$ cat src/verilog/cnn_pkg.sv
package cnn_pkg;

    // ========================================
    // sizes
    // ========================================
    localparam int I_F_BW    = 8;   // unsigned pixel channel
    localparam int W_BW      = 7;   // signed weight
    localparam int KX        = 3;
    localparam int KY        = 3;
    localparam int CI        = 2;   // input channels per pixel
    localparam int AK_BW     = 20;  // one channel's kernel sum
    localparam int ACI_BW    = 22;  // sum over all channels
    localparam int B_BW      = 16;
    localparam int O_BW      = 8;
    localparam int OUT_SHIFT = 4;
    localparam int IMG_W     = 8;
    localparam int IMG_H     = 8;

    // derived widths
    localparam int TAPS    = KX * KY;
    localparam int PROD_BW = I_F_BW + W_BW + 1;  // zero-extended pixel times weight
    localparam int PRE_BW  = ACI_BW + 1;         // channel sum plus bias
    localparam int COL_BW  = $clog2(IMG_W);
    localparam int ROW_BW  = $clog2(IMG_H);

    // output clamp limits
    localparam int O_UMAX = (1 << O_BW) - 1;
    localparam int O_SMAX = (1 << (O_BW - 1)) - 1;
    localparam int O_SMIN = -(1 << (O_BW - 1));

    // ========================================
    // latencies
    // ========================================
    localparam int KERNEL_LAT = 2;  // win_valid to kernel valid
    localparam int CORE_LAT   = 5;  // pixel strobe to o_out_valid

    // ========================================
    // types
    // ========================================
    // one pixel on the stream, channel c at index c
    typedef logic [CI-1:0][I_F_BW-1:0] pix_t;

    // tap index is r*KX + k
    // r = 0 is the oldest row, k = 0 the oldest column
    typedef logic [TAPS-1:0][I_F_BW-1:0] win_ch_t;
    typedef logic [TAPS-1:0][W_BW-1:0]   wgt_ch_t;  // two's complement per tap

    typedef struct packed {
        win_ch_t [CI-1:0] ch;
    } win_t;

    typedef struct packed {
        wgt_ch_t [CI-1:0] ch;
    } weight_t;

    typedef logic signed [ACI_BW-1:0] acc_t;

    typedef enum logic [1:0] {
        POST_RELU = 2'd0,
        POST_PASS = 2'd1,
        POST_ABS  = 2'd2
    } post_op_e;

    typedef enum logic {
        WG_FILL = 1'b0,  // rows 0 and 1 still loading
        WG_RUN  = 1'b1   // windows emitted
    } wg_state_e;

endpackage

$ cat src/verilog/cnn_kernel.sv
`timescale 1ns/10ps
module cnn_kernel (
    input  logic                             clk,
    input  logic                             reset_n,
    input  logic                             i_in_valid,
    input  cnn_pkg::win_ch_t                 i_in_fmap,
    input  cnn_pkg::wgt_ch_t                 i_cnn_weight,
    output logic                             o_ot_valid,
    output logic signed [cnn_pkg::AK_BW-1:0] o_ot_kernel_acc
);
    import cnn_pkg::*;

    logic [KERNEL_LAT-1:0]      r_valid;  // one bit per stage
    logic signed [PROD_BW-1:0]  r_prod [TAPS];
    logic signed [AK_BW-1:0]    tree_sum;

    // ========================================
    // valid tracking
    // ========================================
    always_ff @(posedge clk or negedge reset_n) begin
        if (!reset_n) begin
            r_valid <= '0;
        end else begin
            r_valid <= {r_valid[KERNEL_LAT-2:0], i_in_valid};
        end
    end

    assign o_ot_valid = r_valid[KERNEL_LAT-1];

    // ========================================
    // stage 1: products
    // ========================================
    // pixel gets a zero msb so the multiply stays signed
    always_ff @(posedge clk) begin
        if (i_in_valid) begin
            for (int t = 0; t < TAPS; t++) begin
                r_prod[t] <= PROD_BW'($signed({1'b0, i_in_fmap[t]}))
                           * PROD_BW'($signed(i_cnn_weight[t]));
            end
        end
    end

    // ========================================
    // stage 2: adder tree
    // ========================================
    always_comb begin
        tree_sum = '0;
        for (int t = 0; t < TAPS; t++) begin
            tree_sum = tree_sum + AK_BW'(r_prod[t]);  // sign extended
        end
    end

    always_ff @(posedge clk) begin
        if (r_valid[0]) begin
            o_ot_kernel_acc <= tree_sum;
        end
    end

    a_kernel_lat : assert property (@(posedge clk) disable iff (!reset_n)
        o_ot_valid == $past(i_in_valid, KERNEL_LAT));

endmodule

$ cat src/verilog/cnn_window_gen.sv
`timescale 1ns/10ps
module cnn_window_gen (
    input  logic          clk,
    input  logic          reset_n,
    input  logic          i_pix_valid,
    input  cnn_pkg::pix_t i_pix,
    output logic          o_win_valid,
    output cnn_pkg::win_t o_win
);
    import cnn_pkg::*;

    logic [COL_BW-1:0] col;
    logic [ROW_BW-1:0] row;
    wg_state_e         state;

    pix_t lb_prev [IMG_W];  // row y-1
    pix_t lb_old  [IMG_W];  // row y-2
    pix_t rd_prev;
    pix_t rd_old;
    pix_t col_in  [KY];     // new column entering the window

    pix_t sh [KY][KX];      // window taps by row and column

    // ========================================
    // raster counters and state
    // ========================================
    always_ff @(posedge clk or negedge reset_n) begin
        if (!reset_n) begin
            col   <= '0;
            row   <= '0;
            state <= WG_FILL;
        end else if (i_pix_valid) begin
            if (col == COL_BW'(IMG_W - 1)) begin
                col <= '0;
                if (row == ROW_BW'(IMG_H - 1)) begin
                    row   <= '0;
                    state <= WG_FILL;  // next frame starts fresh
                end else begin
                    row <= row + ROW_BW'(1);
                    if (row == ROW_BW'(KY - 2)) begin
                        state <= WG_RUN;
                    end
                end
            end else begin
                col <= col + COL_BW'(1);
            end
        end
    end

    // emit once three full columns of the current row are in
    always_ff @(posedge clk or negedge reset_n) begin
        if (!reset_n) begin
            o_win_valid <= 1'b0;
        end else begin
            o_win_valid <= i_pix_valid && (state == WG_RUN) && (col >= COL_BW'(KX - 1));
        end
    end

    // ========================================
    // line buffers
    // ========================================
    assign rd_prev = lb_prev[col];
    assign rd_old  = lb_old[col];

    always_ff @(posedge clk) begin
        if (i_pix_valid) begin
            lb_old[col]  <= rd_prev;  // y-1 ages to y-2
            lb_prev[col] <= i_pix;
        end
    end

    assign col_in[0] = rd_old;
    assign col_in[1] = rd_prev;
    assign col_in[2] = i_pix;

    // shift window reloads at column 0 so rows never mix
    always_ff @(posedge clk) begin
        if (i_pix_valid) begin
            for (int r = 0; r < KY; r++) begin
                for (int k = 0; k < KX - 1; k++) begin
                    sh[r][k] <= (col == '0) ? '0 : sh[r][k+1];
                end
                sh[r][KX-1] <= col_in[r];
            end
        end
    end

    always_comb begin
        for (int c = 0; c < CI; c++) begin
            for (int r = 0; r < KY; r++) begin
                for (int k = 0; k < KX; k++) begin
                    o_win.ch[c][r*KX + k] = sh[r][k][c];
                end
            end
        end
    end

    // run state only while the row counter is past the fill rows
    a_state_row : assert property (@(posedge clk) disable iff (!reset_n)
        (state == WG_RUN) == (int'(row) >= KY - 1));

endmodule

$ cat src/verilog/cnn_acc_ci.sv
`timescale 1ns/10ps
module cnn_acc_ci (
    input  logic             clk,
    input  logic             reset_n,
    input  cnn_pkg::weight_t i_cnn_weight,
    input  logic             i_in_valid,
    input  cnn_pkg::win_t    i_window,
    output logic             o_ot_valid,
    output cnn_pkg::acc_t    o_ot_ci_acc
);
    import cnn_pkg::*;

    logic [CI-1:0]           k_valid;
    logic signed [AK_BW-1:0] k_sum [CI];
    acc_t                    ci_sum;
    logic                    all_valid;

    // ========================================
    // one kernel per input channel
    // ========================================
    for (genvar g = 0; g < CI; g++) begin : gen_kernel
        cnn_kernel u_cnn_kernel (
            .clk             (clk),
            .reset_n         (reset_n),
            .i_in_valid      (i_in_valid),
            .i_in_fmap       (i_window.ch[g]),
            .i_cnn_weight    (i_cnn_weight.ch[g]),
            .o_ot_valid      (k_valid[g]),
            .o_ot_kernel_acc (k_sum[g])
        );
    end

    assign all_valid = &k_valid;

    // ========================================
    // channel sum
    // ========================================
    always_comb begin
        ci_sum = '0;
        for (int c = 0; c < CI; c++) begin
            ci_sum = ci_sum + ACI_BW'(k_sum[c]);
        end
    end

    always_ff @(posedge clk or negedge reset_n) begin
        if (!reset_n) begin
            o_ot_valid <= 1'b0;
        end else begin
            o_ot_valid <= all_valid;
        end
    end

    always_ff @(posedge clk) begin
        if (all_valid) begin
            o_ot_ci_acc <= ci_sum;
        end
    end

    // kernels share one valid, a split means a broken pipeline
    a_valid_agree : assert property (@(posedge clk) disable iff (!reset_n)
        (k_valid == '0) || all_valid);

endmodule

$ cat src/verilog/cnn_post.sv
`timescale 1ns/10ps
module cnn_post (
    input  logic                            clk,
    input  logic                            reset_n,
    input  logic                            i_in_valid,
    input  cnn_pkg::acc_t                   i_acc,
    input  logic signed [cnn_pkg::B_BW-1:0] i_bias,
    input  cnn_pkg::post_op_e               i_post_op,
    output logic                            o_out_valid,
    output logic [cnn_pkg::O_BW-1:0]        o_out
);
    import cnn_pkg::*;

    logic signed [PRE_BW-1:0] pre;      // sum plus bias
    logic signed [PRE_BW-1:0] act;
    logic signed [PRE_BW-1:0] shifted;
    logic [O_BW-1:0]          sat;

    always_comb begin
        pre = PRE_BW'(i_acc) + PRE_BW'(i_bias);

        case (i_post_op)
            POST_RELU : act = pre[PRE_BW-1] ? '0 : pre;
            POST_ABS  : act = pre[PRE_BW-1] ? -pre : pre;
            default   : act = pre;  // pass keeps the sign
        endcase

        shifted = act >>> OUT_SHIFT;

        // ========================================
        // saturation
        // ========================================
        if (i_post_op == POST_PASS) begin
            if (shifted > PRE_BW'(O_SMAX)) begin
                sat = O_BW'(O_SMAX);
            end else if (shifted < PRE_BW'(O_SMIN)) begin
                sat = O_BW'(O_SMIN);
            end else begin
                sat = shifted[O_BW-1:0];
            end
        end else begin
            // relu and abs leave nothing negative
            sat = (shifted > PRE_BW'(O_UMAX)) ? O_BW'(O_UMAX) : shifted[O_BW-1:0];
        end
    end

    always_ff @(posedge clk or negedge reset_n) begin
        if (!reset_n) begin
            o_out_valid <= 1'b0;
        end else begin
            o_out_valid <= i_in_valid;
        end
    end

    always_ff @(posedge clk) begin
        if (i_in_valid) begin
            o_out <= sat;
        end
    end

    a_relu_zero : assert property (@(posedge clk) disable iff (!reset_n)
        (i_in_valid && (i_post_op == POST_RELU) && pre[PRE_BW-1]) |=> (o_out == '0));

endmodule

$ cat src/verilog/cnn_core.sv
`timescale 1ns/10ps
module cnn_core (
    input  logic                            clk,
    input  logic                            reset_n,
    input  logic                            i_pix_valid,
    input  cnn_pkg::pix_t                   i_pix,
    input  cnn_pkg::weight_t                i_weight,
    input  logic signed [cnn_pkg::B_BW-1:0] i_bias,
    input  cnn_pkg::post_op_e               i_post_op,
    output logic                            o_out_valid,
    output logic [cnn_pkg::O_BW-1:0]        o_out
);
    import cnn_pkg::*;

    logic win_valid;
    win_t win;
    logic acc_valid;
    acc_t acc;

    // ========================================
    // decode
    // ========================================
    cnn_window_gen u_cnn_window_gen (
        .clk         (clk),
        .reset_n     (reset_n),
        .i_pix_valid (i_pix_valid),
        .i_pix       (i_pix),
        .o_win_valid (win_valid),
        .o_win       (win)
    );

    // ========================================
    // execute
    // ========================================
    cnn_acc_ci u_cnn_acc_ci (
        .clk          (clk),
        .reset_n      (reset_n),
        .i_cnn_weight (i_weight),
        .i_in_valid   (win_valid),
        .i_window     (win),
        .o_ot_valid   (acc_valid),
        .o_ot_ci_acc  (acc)
    );

    // ========================================
    // result
    // ========================================
    cnn_post u_cnn_post (
        .clk         (clk),
        .reset_n     (reset_n),
        .i_in_valid  (acc_valid),
        .i_acc       (acc),
        .i_bias      (i_bias),
        .i_post_op   (i_post_op),
        .o_out_valid (o_out_valid),
        .o_out       (o_out)
    );

endmodule

$ cat config.mk
export PLATFORM = sky130hd
export DESIGN_NAME = cnn_core
export DESIGN_NICKNAME = d
export VERILOG_FILES = /design/src/verilog/cnn_pkg.sv /design/src/verilog/cnn_kernel.sv /design/src/verilog/cnn_window_gen.sv /design/src/verilog/cnn_acc_ci.sv /design/src/verilog/cnn_post.sv /design/src/verilog/cnn_core.sv
export SDC_FILE = /design/constraint.sdc
export NUM_CORES = 2
export LEC_CHECK = 0
export BUFFER_PORTS_ARGS = -buffer_cell sky130_fd_sc_hd__buf_2
export CORE_MARGIN = 2
export CORE_UTILIZATION = 65
export DETAILED_ROUTE_END_ITERATION = 8
export GPL_TIMING_DRIVEN = 0
export PLACE_DENSITY_LB_ADDON = 0.3
export RECOVER_POWER = 100
export SYNTH_ARGS = -nofsm -noshare
export SYNTH_HDL_FRONTEND = slang
export SYNTH_HIERARCHICAL = 1
export SYNTH_SLANG_ARGS = --single-unit
$ cat constraint.sdc
create_clock -name clk -period 8.8 [get_ports clk]
set_clock_uncertainty 0.2 [all_clocks]
set_input_delay 1.32 -clock clk [delete_from_list [all_inputs] [get_ports clk]]
set_output_delay 1.32 -clock clk [all_outputs]
set_load 0.02 [all_outputs]
==> reports/metrics.yaml <==
cts_sink_cnt: 771
synth-warning-count: 6
chipWidth_microns: 334.5
clock-root-buffer: "clkbuf_16"
status: "complete, but fails checks"
dr_drc_count: 0
syn2layout_area_growth_pct: 7.789
final_nets: 8366
gr-usage-all-layers_pct: 30.22
cts_made_buffers: 85
timing_hold_violations_final: 0
worst_path_dominant_cell_family: "buffers and inverters"
synthesis.area_per_instance_sq_um: 11.22
holdBufCountCts: 0
finalWirelength_microns: 163200
timing_worst_slew_pin_value_ns: 4.068
placeableCoreArea_sq_um: 108600
postLayoutCellArea_sq_um: 76550
crit_type: "in2reg"
period_minus_ws_final_ns: 6.652
critical_path_required_ns: 8.90
floorplan.initialDensity_pct: 65.42
insertion_delay_ns: 0.67
dr.first_iter.drc_count: 3630
filler_cell_count: 7578
critPathMostFrequentCell: "clkbuf_1"
cp_slowest_stage_delay_ns: 2.22
synth_sequential_area_ratio_pct: 32.50
floorplan.io_pins: 172
dpl_cell_area_sq_um: 74070
routed_via_density: 5.805
netlist_instances: 6329
cp_max_fo: 97
antenna_found_initial: 20
drv.max_cap_violation_count: 12
routed-via-count: 46990
global_route.overflow_total: 0
mappedNetlistNets: 8091
grt_max_degree: 98
setup-tns-final_ns: 0
port_buffers: 170
grt_pass1_vias: 49510
syn_area_sq_um: 71010
cp_data_arrival_time_ns: 6.75
tritoncts_clock_tree: "done"
cp_num_buf_inv: 4
grt_setup_unrepaired: "no"
rows: 121
pre_cts_slack_ns: 2.673
cts.repair.resized: 0
timing_max_transition_violations_final: 357
synth_enable_flop_cells: 757
finalSetupViolations: 0
critical_path.slowest_cell: "clkbuf_1"
worst_setup_hold_path_clk_slew_ns: 0.07
die-area_sq_um: 111900
post_cts.repair.setup_buffers: 0
final_critical_path_setup_slack_ns: 2.148
worst_setup_path_start_kind: "input port"
postRouteAntennaNets: 0
yosys_register_bits: 771
route.detailed.wl_per_inst_microns: 20.16
final_layout_size_suffix_gt1_share_pct: 5.665
crit_path_cell_trace: "clkbuf_1 -> buf_16 -> clkbuf_1 -> nand2_1 -> nor3_1 -> clkbuf_1"
min_period_over_period_pct: 75.59
fmax_mhz: 150.3
grt_pass1_wl_microns: 263900
cts.path.max_buffers: 3
cp-end-kind: "flop"
h_tree_levels: 3
dpl.hpwl_microns: 126800
failed_checks: "max-capacitance violations, max-slew violations"
min-delay-path-class: "reg2reg"
timing.max_slew.rel_slack_pct: -171.2
detailedRoute.firstPassIterationCount: 6
gpl.final_weighted_congestion: 0.9295
async_flop_share_pct: 1.816
ys_types: 108
chipHeight_microns: 334.5
synthFlopType: "edfxtp_1"
[placed cells by master (no fill, tap or decap), types with 11 or more instances in the layout]
cell       Yosys  final
inv_1       1196   1197
ha_1         827    827
fa_1         772    772
edfxtp_1     757    757
nand2_1      548    548
and2_1       608    477
a21oi_1      216    217
xnor2_1      180    180
and2_0         0    131
nor2_1       124    124
clkbuf_1      23    118
o21ai_0       87    117
buf_2         16    111
nand2b_1     111    111
a21o_1        94     94
clkbuf_16      0     88
xor2_1        86     86
nor2b_1       70     70
o21bai_1      51     51
mux4_2        49     49
nor3_1        40     40
nand3_1       37     38
a211oi_1      30     32
o21a_1        32     32
o211ai_1      24     25
mux2_2        23     23
a22oi_1       18     18
o31ai_1       16     17
a2111oi_0      5     17
clkinv_2       0     16
a31oi_1       14     15
clkinv_1       1     14
and3_1        14     14
dfrtp_1       14     14
nand4_1       13     13
o21ai_1       42     13
bufinv_16      0     12
or3_1         11     11
[layer usage]
metal / wire (microns) / GRT usage, % / vias up
met2: 77930 / 49.86 / 1703
met1: 68010 / 41.73 / 23500
met5: 133 / 0 / -
met4: 5726 / 10.05 / 20
met3: 11370 / 4.019 / 333
li1: - / - / 21430
[final cells by class]
cell class | instances | area [sq um] | area share [%]
tap | 1414 | 1769 | 2.311
clock inverter | 58 | 689.4 | 0.9007
buffer | 52 | 284.0 | 0.3710
multi-input combinational | 4307 | 42930 | 56.09
clock buffer | 98 | 2260 | 2.952
inverter | 1199 | 4501 | 5.880
timing repair buffer | 188 | 1010 | 1.319
sequential | 771 | 23080 | 30.15
antenna | 7 | 17.52 | 0.02288
[synthesized netlist by cell type, drive strengths merged, types with 49 or more instances]
cell type / n / share of area (%)
inv: 1198 / 6.3
ha: 827 / 15
fa: 772 / 22
edfxtp: 757 / 32
and2: 608 / 5.4
nand2: 549 / 2.9
a21oi: 222 / 1.6
xnor2: 181 / 2.2
o21ai: 134 / 0.97
nor2: 126 / 0.67
nand2b: 112 / 0.99
a21o: 94 / 0.99
xor2: 89 / 1.1
nor2b: 70 / 0.62
o21bai: 51 / 0.54
mux4: 49 / 1.6
[through the flow]
| step | utilization, % | cells | hold WS, ns |
|---|---|---|---|
| after CTS | 70.95 | 8087 | 0.3654 |
| after global placement | 67.83 | 7913 | 0.2984 |
| after floorplan | - | 6329 | 0.2747 |
| final | 70.52 | 8094 | 0.3625 |
| after detailed placement | 68.24 | 7931 | 0.3457 |
| after global routing | 70.51 | 8092 | 0.3968 |
[cells by family after synthesis]
group,Yosys count,synth area share (%)
simple gates,1624,11.95
fa+ha+maj,1599,36.33
buf+inv,1251,6.752
flops,771,32.50
compound gates,732,7.034
xor+xnor,270,3.372
mux,82,2.060
[worst register-to-register path, stage by stage (launching register included)]
cell and delay (ns):
edfxtp_1 0.35, ha_1 0.22, inv_1 0.07, fa_1 0.50, or3b_1 0.35, a2111oi_0 0.52, nor2_1 0.13, a2111oi_0 1.28
nand4_4 0.26, o31ai_1 0.38, nand4_1 0.13, and3_4 0.20, o32ai_1 0.62, o21ai_0 0.19
[state kept, by name, summed over array words and instances, names as in the netlist]
register and flops:
u_cnn_post/o_out 8, u_cnn_window_gen/state 1, u_cnn_window_gen/col 3, u_cnn_post/o_out_valid 1
u_cnn_window_gen/lb_prev 128, u_cnn_window_gen/lb_old 128, u_cnn_acc_ci/o_ot_ci_acc 21, u_cnn_window_gen/row 3
u_cnn_acc_ci/gen_kernel.u_cnn_kernel/r_prod 288, u_cnn_window_gen/o_win_valid 1, u_cnn_acc_ci/gen_kernel.u_cnn_kernel/o_ot_kernel_acc 40, u_cnn_acc_ci/o_ot_valid 1
u_cnn_acc_ci/gen_kernel.u_cnn_kernel/r_valid 4, u_cnn_window_gen/sh 144
[final timing paths]
| path | start | end | slack [ns] | depth (start not counted) |
|---|---|---|---|---|
| worst max-delay path | i_pix_valid | u_cnn_window_gen/lb_prev[4][11] | 2.15 | 6 |
| worst min-delay path | u_cnn_window_gen/row[1] | u_cnn_window_gen/row[1] | 0.36 | 2 |
| worst max register to register | u_cnn_acc_ci/o_ot_ci_acc[0] | u_cnn_post/o_out[0] | 3.12 | 13 |
| worst min register to register | u_cnn_window_gen/row[1] | u_cnn_window_gen/row[1] | 0.36 | 2 |
| max in group asynchronous | reset_n | u_cnn_acc_ci/gen_kernel[1].u_cnn_kernel/r_valid[0] | 6.96 | 1 |
| min in group asynchronous | reset_n | u_cnn_window_gen/col[1] | 0.71 | 1 |
Power is left out: the tool's default activity adds up to more than one toggle a clock period on the data nets, which glitch-free logic cannot reach.
